**src/logic/tomasulo_defs.svh**
```systemverilog
`ifndef TOMASULO_DEFS_SVH
`define TOMASULO_DEFS_SVH

// Datapath width
`define XLEN 32

// Architectural register file
`define NUM_AREGS 8
`define AREG_BITS 3

// Reservation station size, one tag per slot
`define RS_DEPTH 8
`define TAG_BITS 3

`endif

```
**src/logic/tomasulo_pkg.sv**
```systemverilog
package tomasulo_pkg;

    // Operations understood by the execution unit
    typedef enum logic [2:0] {
        OP_LI  = 3'd0,
        OP_ADD = 3'd1,
        OP_SUB = 3'd2,
        OP_AND = 3'd3,
        OP_OR  = 3'd4,
        OP_XOR = 3'd5,
        OP_SLT = 3'd6,
        OP_MUL = 3'd7
    } fu_op_t;

    // Lifetime of one station slot
    // Exec keeps the tag reserved until the result is broadcast
    typedef enum logic [1:0] {
        SLOT_FREE = 2'd0,
        SLOT_WAIT = 2'd1,
        SLOT_EXEC = 2'd2
    } slot_state_t;

endpackage
```
**src/logic/dispatch_unit.sv**
```systemverilog
`timescale 1ns/100ps

`include "tomasulo_defs.svh"

module dispatch_unit
    import tomasulo_pkg::*;
(
    input  logic                  clk,
    input  logic                  rst,
    // Incoming instruction strobe
    input  logic                  inst_valid,
    input  fu_op_t                inst_op,
    input  logic [`AREG_BITS-1:0] inst_rd,
    input  logic [`AREG_BITS-1:0] inst_rs1,
    input  logic [`AREG_BITS-1:0] inst_rs2,
    input  logic [`XLEN-1:0]      inst_imm,
    // Station status
    input  logic                  table_full,
    input  logic [`TAG_BITS-1:0]  alloc_tag,
    // Common data bus
    input  logic                  cdb_valid,
    input  logic [`TAG_BITS-1:0]  cdb_tag,
    input  logic [`XLEN-1:0]      cdb_value,
    // Architectural readback
    input  logic [`AREG_BITS-1:0] rd_addr,
    output logic [`XLEN-1:0]      rd_data,
    // New station entry
    output logic                  disp_valid,
    output fu_op_t                disp_op,
    output logic                  src1_ready,
    output logic [`TAG_BITS-1:0]  src1_tag,
    output logic [`XLEN-1:0]      src1_value,
    output logic                  src2_ready,
    output logic [`TAG_BITS-1:0]  src2_tag,
    output logic [`XLEN-1:0]      src2_value
);

    // Architectural values
    logic [`XLEN-1:0]     regs    [`NUM_AREGS];
    // Register status table, one pending writer per register
    logic                 pending [`NUM_AREGS];
    logic [`TAG_BITS-1:0] ptag    [`NUM_AREGS];

    // Operand lookup: file value, same-cycle CDB forward, or producer tag
    function automatic void resolve_src(
        input  logic [`AREG_BITS-1:0] idx,
        output logic                  rdy,
        output logic [`TAG_BITS-1:0]  tag,
        output logic [`XLEN-1:0]      val
    );
        rdy = 1'b1;
        tag = ptag[idx];
        val = regs[idx];
        if (pending[idx]) begin
            // Result on the bus right now counts as ready
            if (cdb_valid && (ptag[idx] == cdb_tag)) begin
                val = cdb_value;
            end else begin
                rdy = 1'b0;
            end
        end
    endfunction

    // Accept only while the station has room
    assign disp_valid = inst_valid && !table_full;
    assign disp_op    = inst_op;

    always_comb begin
        resolve_src(inst_rs1, src1_ready, src1_tag, src1_value);
        resolve_src(inst_rs2, src2_ready, src2_tag, src2_value);
        // Load immediate carries its value in both operands
        if (inst_op == OP_LI) begin
            src1_ready = 1'b1;
            src1_value = inst_imm;
            src2_ready = 1'b1;
            src2_value = inst_imm;
        end
    end

    always_ff @(posedge clk) begin
        if (rst) begin
            for (int i = 0; i < `NUM_AREGS; i++) begin
                regs[i]    <= '0;
                pending[i] <= 1'b0;
                ptag[i]    <= '0;
            end
        end else begin
            // Retire only if this tag is still the newest writer
            if (cdb_valid) begin
                for (int i = 0; i < `NUM_AREGS; i++) begin
                    if (pending[i] && (ptag[i] == cdb_tag)) begin
                        regs[i]    <= cdb_value;
                        pending[i] <= 1'b0;
                    end
                end
            end
            // Rename the destination, overriding a same-cycle retire
            if (disp_valid) begin
                pending[inst_rd] <= 1'b1;
                ptag[inst_rd]    <= alloc_tag;
            end
        end
    end

    assign rd_data = regs[rd_addr];

endmodule

```
**src/logic/exec_unit.sv**
```systemverilog
`timescale 1ns/100ps

`include "tomasulo_defs.svh"

module exec_unit
    import tomasulo_pkg::*;
(
    input  logic                 clk,
    input  logic                 rst,
    // From the station issue register
    input  logic                 issue_valid,
    input  fu_op_t               issue_op,
    input  logic [`TAG_BITS-1:0] issue_tag,
    input  logic [`XLEN-1:0]     issue_a,
    input  logic [`XLEN-1:0]     issue_b,
    // Result broadcast
    output logic                 cdb_valid,
    output logic [`TAG_BITS-1:0] cdb_tag,
    output logic [`XLEN-1:0]     cdb_value
);

    // Stage 1 holding registers
    logic                 s1_valid;
    fu_op_t               s1_op;
    logic [`TAG_BITS-1:0] s1_tag;
    logic [`XLEN-1:0]     s1_a;
    logic [`XLEN-1:0]     s1_b;

    logic [`XLEN-1:0]     result;

    always_ff @(posedge clk) begin
        if (rst) begin
            s1_valid <= 1'b0;
        end else begin
            s1_valid <= issue_valid;
        end
        s1_op  <= issue_op;
        s1_tag <= issue_tag;
        s1_a   <= issue_a;
        s1_b   <= issue_b;
    end

    // Stage 2 ALU, multiply keeps only the low word
    always_comb begin
        case (s1_op)
            OP_LI:   result = s1_a;
            OP_ADD:  result = s1_a + s1_b;
            OP_SUB:  result = s1_a - s1_b;
            OP_AND:  result = s1_a & s1_b;
            OP_OR:   result = s1_a | s1_b;
            OP_XOR:  result = s1_a ^ s1_b;
            OP_SLT:  result = ($signed(s1_a) < $signed(s1_b)) ? `XLEN'd1 : `XLEN'd0;
            OP_MUL:  result = s1_a * s1_b;
            default: result = '0;
        endcase
    end

    always_ff @(posedge clk) begin
        if (rst) begin
            cdb_valid <= 1'b0;
        end else begin
            cdb_valid <= s1_valid;
        end
        cdb_tag   <= s1_tag;
        cdb_value <= result;
    end

endmodule

```
**src/logic/reservation_station.sv**
```systemverilog
`timescale 1ns/100ps

`include "tomasulo_defs.svh"

module reservation_station
    import tomasulo_pkg::*;
(
    input  logic                 clk,
    input  logic                 rst,
    // Allocation from dispatch
    input  logic                 disp_valid,
    input  fu_op_t               disp_op,
    input  logic                 src1_ready,
    input  logic [`TAG_BITS-1:0] src1_tag,
    input  logic [`XLEN-1:0]     src1_value,
    input  logic                 src2_ready,
    input  logic [`TAG_BITS-1:0] src2_tag,
    input  logic [`XLEN-1:0]     src2_value,
    // Common data bus
    input  logic                 cdb_valid,
    input  logic [`TAG_BITS-1:0] cdb_tag,
    input  logic [`XLEN-1:0]     cdb_value,
    // Status
    output logic [`TAG_BITS-1:0] alloc_tag,
    output logic                 table_full,
    output logic                 busy,
    // Issue to the execution unit
    output logic                 issue_valid,
    output fu_op_t               issue_op,
    output logic [`TAG_BITS-1:0] issue_tag,
    output logic [`XLEN-1:0]     issue_a,
    output logic [`XLEN-1:0]     issue_b
);

    // Per-slot contents
    slot_state_t          state   [`RS_DEPTH];
    fu_op_t               op      [`RS_DEPTH];
    logic                 a_ready [`RS_DEPTH];
    logic [`TAG_BITS-1:0] a_tag   [`RS_DEPTH];
    logic [`XLEN-1:0]     a_val   [`RS_DEPTH];
    logic                 b_ready [`RS_DEPTH];
    logic [`TAG_BITS-1:0] b_tag   [`RS_DEPTH];
    logic [`XLEN-1:0]     b_val   [`RS_DEPTH];

    logic [`TAG_BITS:0]   used_count;
    logic                 sel_found;
    logic [`TAG_BITS-1:0] sel_idx;

    always_comb begin
        used_count = '0;
        alloc_tag  = '0;
        sel_found  = 1'b0;
        sel_idx    = '0;
        // Scan downward so the lowest index wins
        for (int i = `RS_DEPTH - 1; i >= 0; i--) begin
            if (state[i] == SLOT_FREE) begin
                alloc_tag = `TAG_BITS'(i);
            end else begin
                used_count = used_count + 1'b1;
            end
            if ((state[i] == SLOT_WAIT) && a_ready[i] && b_ready[i]) begin
                sel_found = 1'b1;
                sel_idx   = `TAG_BITS'(i);
            end
        end
    end

    assign table_full = (used_count == `RS_DEPTH);
    assign busy       = (used_count != '0);

    always_ff @(posedge clk) begin
        if (rst) begin
            for (int i = 0; i < `RS_DEPTH; i++) begin
                state[i] <= SLOT_FREE;
            end
            issue_valid <= 1'b0;
        end else begin
            // Wakeup of waiting operands
            if (cdb_valid) begin
                for (int i = 0; i < `RS_DEPTH; i++) begin
                    if (state[i] == SLOT_WAIT) begin
                        if (!a_ready[i] && (a_tag[i] == cdb_tag)) begin
                            a_ready[i] <= 1'b1;
                            a_val[i]   <= cdb_value;
                        end
                        if (!b_ready[i] && (b_tag[i] == cdb_tag)) begin
                            b_ready[i] <= 1'b1;
                            b_val[i]   <= cdb_value;
                        end
                    end
                end
                // Broadcast ends the producer's life, tag is reusable
                state[cdb_tag] <= SLOT_FREE;
            end

            // Allocation, dispatch already checked for room
            if (disp_valid) begin
                state[alloc_tag]   <= SLOT_WAIT;
                op[alloc_tag]      <= disp_op;
                a_ready[alloc_tag] <= src1_ready;
                a_tag[alloc_tag]   <= src1_tag;
                a_val[alloc_tag]   <= src1_value;
                b_ready[alloc_tag] <= src2_ready;
                b_tag[alloc_tag]   <= src2_tag;
                b_val[alloc_tag]   <= src2_value;
            end

            // One issue per cycle
            issue_valid <= sel_found;
            if (sel_found) begin
                state[sel_idx] <= SLOT_EXEC;
                issue_op       <= op[sel_idx];
                issue_tag      <= sel_idx;
                issue_a        <= a_val[sel_idx];
                issue_b        <= b_val[sel_idx];
            end
        end
    end

endmodule

```
**src/logic/tomasulo_core.sv**
```systemverilog
`timescale 1ns/100ps

`include "tomasulo_defs.svh"

module tomasulo_core
    import tomasulo_pkg::*;
(
    input  logic                  clk,
    input  logic                  rst,
    input  logic                  inst_valid,
    input  fu_op_t                inst_op,
    input  logic [`AREG_BITS-1:0] inst_rd,
    input  logic [`AREG_BITS-1:0] inst_rs1,
    input  logic [`AREG_BITS-1:0] inst_rs2,
    input  logic [`XLEN-1:0]      inst_imm,
    output logic                  stall,
    output logic                  busy,
    output logic                  cdb_valid,
    output logic [`TAG_BITS-1:0]  cdb_tag,
    output logic [`XLEN-1:0]      cdb_value,
    input  logic [`AREG_BITS-1:0] rd_addr,
    output logic [`XLEN-1:0]      rd_data
);

    // Dispatch to station
    logic                 disp_valid;
    fu_op_t               disp_op;
    logic                 src1_ready;
    logic [`TAG_BITS-1:0] src1_tag;
    logic [`XLEN-1:0]     src1_value;
    logic                 src2_ready;
    logic [`TAG_BITS-1:0] src2_tag;
    logic [`XLEN-1:0]     src2_value;
    logic [`TAG_BITS-1:0] alloc_tag;

    // Station to execution unit
    logic                 issue_valid;
    fu_op_t               issue_op;
    logic [`TAG_BITS-1:0] issue_tag;
    logic [`XLEN-1:0]     issue_a;
    logic [`XLEN-1:0]     issue_b;

    // Station full doubles as the source stall
    dispatch_unit u_dispatch (
        .clk        (clk),
        .rst        (rst),
        .inst_valid (inst_valid),
        .inst_op    (inst_op),
        .inst_rd    (inst_rd),
        .inst_rs1   (inst_rs1),
        .inst_rs2   (inst_rs2),
        .inst_imm   (inst_imm),
        .table_full (stall),
        .alloc_tag  (alloc_tag),
        .cdb_valid  (cdb_valid),
        .cdb_tag    (cdb_tag),
        .cdb_value  (cdb_value),
        .rd_addr    (rd_addr),
        .rd_data    (rd_data),
        .disp_valid (disp_valid),
        .disp_op    (disp_op),
        .src1_ready (src1_ready),
        .src1_tag   (src1_tag),
        .src1_value (src1_value),
        .src2_ready (src2_ready),
        .src2_tag   (src2_tag),
        .src2_value (src2_value)
    );

    reservation_station u_rs (
        .clk         (clk),
        .rst         (rst),
        .disp_valid  (disp_valid),
        .disp_op     (disp_op),
        .src1_ready  (src1_ready),
        .src1_tag    (src1_tag),
        .src1_value  (src1_value),
        .src2_ready  (src2_ready),
        .src2_tag    (src2_tag),
        .src2_value  (src2_value),
        .cdb_valid   (cdb_valid),
        .cdb_tag     (cdb_tag),
        .cdb_value   (cdb_value),
        .alloc_tag   (alloc_tag),
        .table_full  (stall),
        .busy        (busy),
        .issue_valid (issue_valid),
        .issue_op    (issue_op),
        .issue_tag   (issue_tag),
        .issue_a     (issue_a),
        .issue_b     (issue_b)
    );

    exec_unit u_exec (
        .clk         (clk),
        .rst         (rst),
        .issue_valid (issue_valid),
        .issue_op    (issue_op),
        .issue_tag   (issue_tag),
        .issue_a     (issue_a),
        .issue_b     (issue_b),
        .cdb_valid   (cdb_valid),
        .cdb_tag     (cdb_tag),
        .cdb_value   (cdb_value)
    );

endmodule

```
**config.mk**
```make
export PLATFORM = sky130hd
export DESIGN_NAME = tomasulo_core
export DESIGN_NICKNAME = d
export VERILOG_FILES = /design/src/logic/tomasulo_pkg.sv /design/src/logic/dispatch_unit.sv /design/src/logic/exec_unit.sv /design/src/logic/reservation_station.sv /design/src/logic/tomasulo_core.sv
export VERILOG_INCLUDE_DIRS = /design/src /design/src/logic
export SDC_FILE = /design/constraint.sdc
export NUM_CORES = 2
export LEC_CHECK = 0
export BUFFER_PORTS_ARGS = -buffer_cell sky130_fd_sc_hd__buf_2
export CELL_PAD_IN_SITES_DETAIL_PLACEMENT = 0
export CELL_PAD_IN_SITES_GLOBAL_PLACEMENT = 1
export CORE_MARGIN = 3
export CORE_UTILIZATION = 41
export CTS_CLUSTER_SIZE = 20
export DETAILED_ROUTE_END_ITERATION = 16
export PLACE_DENSITY_LB_ADDON = 0.25
export SLEW_MARGIN = 0
export SYNTH_ARGS = -nofsm -noshare
export SYNTH_HDL_FRONTEND = slang
export SYNTH_HIERARCHICAL = 1
export SYNTH_SLANG_ARGS = --single-unit
```
**constraint.sdc**
```tcl
create_clock -name clk -period 9.3 [get_ports clk]
set_clock_uncertainty 0.1 [all_clocks]
set_input_delay 0.93 -clock clk [delete_from_list [all_inputs] [get_ports clk]]
set_output_delay 0.93 -clock clk [all_outputs]
set_load 0.02 [all_outputs]
```
---- Word level (Yosys, flattened, before mapping) ----
Memory sizes are Yosys's and may differ from the RTL's. A register that Yosys moved wholly into a read port is not among the register bits.
Index checks and enable logic that the tools add are counted.
storage, ports and cells
  memories ................................ 11
  bits in registers ....................... 111
  word-level logic and storage cells ...... 367
  memory bits (writable) .................. 904
  output and inout port bits .............. 70
memories
  memory           depth  bits a word  rd ports  clocked after memory_dff  write ports  line                       source
  u_dispatch.regs  8      32           3         0                         8            dispatch_unit.sv:39        logic [`XLEN-1:0] regs [`NUM_AREGS];
  u_rs.a_val       8      32           1         1                         9            reservation_station.sv:40  logic [`XLEN-1:0] a_val [`RS_DEPTH];
  u_rs.b_val       8      32           1         1                         9            reservation_station.sv:43  logic [`XLEN-1:0] b_val [`RS_DEPTH];
  u_dispatch.ptag  8      3            10        0                         8            dispatch_unit.sv:42        logic [`TAG_BITS-1:0] ptag [`NUM_AREGS];
  u_rs.a_tag       8      3            8         0                         1            reservation_station.sv:39  logic [`TAG_BITS-1:0] a_tag [`RS_DEPTH];
  u_rs.b_tag       8      3            8         0                         1            reservation_station.sv:42  logic [`TAG_BITS-1:0] b_tag [`RS_DEPTH];
  5 more memories  --     --           --        --                        --           --
cells by class
  multiply operators ...................... 1
  reduce and logical (&&, ||, !) cells .... 76
  add/subtract/negate cells ............... 9
  multiplexer cells ....................... 197
  order comparisons ....................... 1
  bitwise operators ....................... 20
  equal/unequal tests ..................... 42
operators by type and width
  operator             count
  $mux 32              14
  $pmux 32 s8          1
  $mux 1               151
  $eq 3x3->1           26
  $mux 3               21
  $logic_and 1x1->1    43
  $add 32x32->32       1
  $and 32x32->32       1
  $lt 32x32->1         1
  $mul 32x32->32       1
  $or 32x32->32        1
  $sub 32x32->32       1
  $xor 32x32->32       1
  $mux 4               7
  $add 4x1->4 const B  6
  $logic_not 1->1      17
  $eq 2x1->1 const B   8
  $logic_not 2->1      8
  $or 1x1->1           16
  $eq 3x3->1 const B   4
  $eq 3x2->1 const B   2
  $logic_not 3->1      2
  $mux 2               3
  $reduce_or 2->1      3
  7 further kinds      7

---- Depth between registers and ports, before layout ----
An unclocked memory read counts as a cell.
  depth in word-level cells ............... 25
  depth in mapped cells ................... 32
  gate-level depth less buffers ........... 30

---- Modules after synthesis ----
Netlist, hierarchy kept.
by module, submodules not included
  module               sequential area each (sq um)  cells each  area each (sq um)  instances
  reservation_station  20299.5                       3507        33334.5            1
  exec_unit            2142.1                        2682        22624.2            1
  dispatch_unit        8568.2                        1382        18370.1            1

---- Worst setup path before layout ----
Ideal clock, no wire load.
  kind .................................... register to register
  from .................................... register u_exec.s1_a[12]
  to ...................................... register u_exec.cdb_value[31]
  data required time ...................... 9072 ps
  clock period less this slack ............ 7132 ps
  library setup time ...................... 128 ps
  cell stages (with the launch flop) ...... 28
  arrival ................................. 6904 ps
  path buffers ............................ 3
  setup slack ............................. 2168 ps
  cells stage by stage .................... dfxtp_1 clkbuf_1 inv_1 clkbuf_1 nor2_1 fa_1 fa_1 fa_1 inv_1 fa_1 inv_1 fa_1 inv_1 fa_1 inv_1 fa_1 fa_1 ha_1 clkbuf_1 a21o_1 a21o_1 a21oi_1 o21ai_0 a31oi_2 o21ai_0 o41ai_1 xnor2_1 o22ai_1
on the way
  word-level cells in the longest chain between the ends .. 2
ends and longest elaborated chain
  item                                    line             source
  start, declared                         exec_unit.sv:26  logic [`XLEN-1:0] s1_a;
  start signal, assigned                  exec_unit.sv:39  s1_a <= issue_a;
  $mul 32x32->32 (tied with other cells)  exec_unit.sv:53  OP_MUL: result = s1_a * s1_b;
  $pmux 32 s8 *                           exec_unit.sv:45  case (s1_op)
  net u_exec.result[31]                   exec_unit.sv:29  logic [`XLEN-1:0] result;
  end signal, assigned                    exec_unit.sv:65  cdb_value <= result;
  end, declared                           exec_unit.sv:19  output logic [`XLEN-1:0] cdb_value
Mark *: on every way through the listed nets, which the timed path passes. The rest lies on a longest branch.
A chain may end at the register's enable or synchronous reset.

---- Final worst setup path ----
  from .................................... register u_exec.s1_a[8]
  to ...................................... register u_exec.cdb_value[31]
The elaborated chain is that of the path after synthesis.

==> summary.md <==
| Metric | Value |
|---|---|
| Worst Reg-to-Reg Cells | `22` |
| Crit path max fanout | `15` |
| FF-to-FF Start | `u_exec/s1_a[8]$_DFF_P_` |
| CP Capture Type | `flop` |
| Post-synthesis register bit count | `1082` |
| Post-Synthesis Cell Area | `74300 um2` |
| Fillers | `16900` |
| Die Y | `432 um` |
| First-pass DRT Iterations | `6` |
| Cells after Synth | `7571` |
| Synth Flop Type | `edfxtp_1` |
| Critical Path Source Type | `flop` |
| CTS H-Tree Depth | `3` |
| Post-Route WL | `284000 um` |
| DRC Markers | `0` |
| Minimum clock period | `8.49 ns` |
| Setup WS pre-CTS | `1.07 ns` |
| Final Cycle Share | `0.913` |
| Max Fclk | `118 MHz` |
| Vias in the first global route | `58400` |
| IO Count | `120` |
| Longest Clk Path Bufs | `3` |
| RSZ-0062 raised after global routing | `false` |
| GR Util All Layers | `0.301` |
| Full die area | `186000 um2` |
| Final setup viols | `0` |
| Clk slew on worst S/H paths | `0.07 ns` |
| Met2 wire length | `130000 um` |
| Total number of vias | `59000` |
| Final Wtd Congestion | `0.961` |
| TNS Setup | `0 ns` |
| Slack of the critical path | `0.813 ns` |
| Yosys warns | `6` |
| CTS sink count | `1082` |
| Net count, final | `8050` |
| Antenna viol nets, final | `0` |
| Hold path start | `u_rs/issue_op[2]$_DFFE_PP_` |
| Routed len/inst | `28.9 um` |
| Worst r2r dst | `u_exec/cdb_value[31]$_DFF_P_` |
| Hold Path Class | `flop to flop` |
| Final Hold Fails | `0` |
| Share of post-route cells with drive strength above 1 | `0.121` |
| Asr flop ratio synth | `0` |
| Pin count of the biggest net entering global routing | `196` |
| Cts hold-fix bufs | `0` |
| Worst-Margin Slew | `1.27 ns` |
| Yosys cell types | `115` |
| Hold Path Cell Cnt | `0` |
| Post-CTS Setup Inserts | `0` |
| Sequential element share of the synthesized area | `0.417` |
| CTS tree | `done` |
| Post-synth EDFFs | `934` |
| Slew margin rel. | `0.155` |
| Hold Path End | `u_exec/s1_op[2]$_DFF_P_` |
| Status | `completed` |
| Area grow syn2layout | `8.39%` |
| DP HPWL | `185000 um` |
| Met3 routed WL | `26600 um` |
| Critical Path RT | `9.82 ns` |
| Met1 Wirelength | `116000 um` |
| Syn nets | `8257` |
| Cell Rows | `155` |
| Max-cap viol count | `0` |
| Worst-skew pair later-pin latency | `0.78 ns` |
| IO buf count | `119` |
| Syn_area_per_cell | `9.82 um2` |
| Initial Util | `0.414` |
| Routed vias/inst | `6.01` |
| Chip Width | `432 um` |
| Post-CTS resize count | `0` |
| R2r setup slk | `0.81 ns` |
| Root buffer cell | `clkbuf_16` |
| Core area | `179000 um2` |
| Arrival @ worst endpoint | `9.00 ns` |
| Starting DRT DRC Count | `7470` |
| Worst Path Class, Setup | `flop to flop` |
| Cts bufs inserted | `115` |
| Total gr overflow | `0` |
| Antenna violations before repair | `9` |
| First-pass GRT wire length | `411000 um` |
| Max Slew Vio Count | `0` |
| Top sig layer | `met5` |
-- layer usage --
metal | vias up | global-route usage
met2 | 3196 | 0.476
met4 | 6 | 0.0994
met3 | 489 | 0.0503
met5 | - | 0
met1 | 29800 | 0.422
li1 | 25500 | -
-- critical path, stage by stage (launching register included) --
cell and delay, ns:
dfxtp_1 1.00, inv_1 0.63, nor2_1 0.30, fa_1 0.45, fa_1 0.52, inv_1 0.05
fa_1 0.48, inv_1 0.06, fa_1 0.40, fa_1 0.47, fa_1 0.59, fa_1 0.44
fa_1 0.45, ha_1 0.37, inv_1 0.13, o21ai_0 0.09, a21oi_1 0.17, o21ai_0 0.12
a31oi_2 0.63, o21ai_0 0.20, o41ai_1 0.36, xnor2_1 0.17, o22ai_1 0.11
-- metrics by stage --
step | utilization | instances | hold slack, ns | area, um2
2_1_floorplan | - | 7571 | 0.210 | 74300
4_1_cts | 0.449 | 9820 | 0.203 | 80600
3_5_place_dp | 0.427 | 9602 | 0.212 | 76700
6_report | 0.449 | 9823 | 0.217 | 80600
3_3_place_gp | 0.427 | 9602 | 0.213 | 76700
5_1_grt | 0.449 | 9821 | 0.213 | 80600
-- cell usage after synthesis, drive strengths merged, types with 18 or more instances --
cell	n	share of area
a21o	29	0.0029
a21oi	514	0.035
a31o	71	0.0084
a31oi	33	0.0029
and2	32	0.0027
buf	286	0.022
clkbuf	321	0.016
dfxtp	148	0.040
edfxtp	934	0.38
fa	410	0.11
ha	226	0.038
inv	567	0.029
mux2	104	0.016
mux4	204	0.062
nand2	1643	0.083
nand3	298	0.020
nand4	31	0.0026
nor2	654	0.033
nor2b	23	0.0020
nor3	43	0.0033
o21a	18	0.0019
o21ai	413	0.028
o22ai	42	0.0035
or4	71	0.0072
xnor2	123	0.015
xor2	52	0.0061
-- sequential cells by signal, summed over array words and instances, names as in the netlist, 32 cells and up --
register / cells
u_dispatch/regs: 256
u_rs/a_val: 256
u_rs/b_val: 256
u_exec/cdb_value: 32
u_exec/s1_a: 32
u_exec/s1_b: 32
u_rs/issue_a: 32
u_rs/issue_b: 32
-- logic make-up after synthesis --
| kind of cell | after synthesis | share of synthesized area |
|---|---|---|
| and+or+nand+nor | 2872 | 0.161 |
| AOI/OAI and AO/OA | 1292 | 0.104 |
| buffers and inverters | 1188 | 0.0676 |
| DFF | 1082 | 0.417 |
| adders and majority gates | 636 | 0.148 |
| muxes | 324 | 0.0801 |
| xor gates and xnor gates | 177 | 0.0214 |
-- final cells by class --
cell class | instances | area [um2] | area share
multi-input combinational | 5301 | 38600 | 0.479
sequential | 1082 | 31000 | 0.385
clock buffer | 149 | 3110 | 0.0386
tap | 2355 | 2950 | 0.0366
inverter | 580 | 2190 | 0.0271
timing repair buffer | 284 | 1920 | 0.0239
clock inverter | 69 | 779 | 0.00968
antenna | 3 | 7.51 | 0.0000932
-- placed cells by master, fill, tap and decap left out, drive strengths merged, types with 31 or more instances in the layout --
cell type,n
xor2,52
and2,32
o22ai,42
mux2,104
inv,564
a21oi,514
edfxtp,934
ha,226
nor3,43
nand4,31
clkinv,68
dfxtp,148
nand2,1643
or4,71
a31o,71
fa,410
a31oi,33
nand3,298
nor2,654
clkbuf,149
buf,284
xnor2,123
o21ai,413
mux4,204
-- how the worst max path moves through the flow --
stage / start / endpoint / cells past startpoint
3_5_place_dp: u_exec/s1_a[8]$_DFF_P_ / u_exec/cdb_value[31]$_DFF_P_ / 21
2_1_floorplan: u_exec/s1_a[12]$_DFF_P_ / u_exec/cdb_value[31]$_DFF_P_ / 27
3_3_place_gp: u_exec/s1_b[10]$_DFF_P_ / u_exec/cdb_value[31]$_DFF_P_ / 20
6_report: u_exec/s1_a[8]$_DFF_P_ / u_exec/cdb_value[31]$_DFF_P_ / 22
4_1_cts: u_exec/s1_a[8]$_DFF_P_ / u_exec/cdb_value[31]$_DFF_P_ / 21
5_1_grt: u_exec/s1_a[8]$_DFF_P_ / u_exec/cdb_value[31]$_DFF_P_ / 22
Power is not shown: default switching activity piles up to over one toggle a cycle in this logic, so the estimate is an artifact.
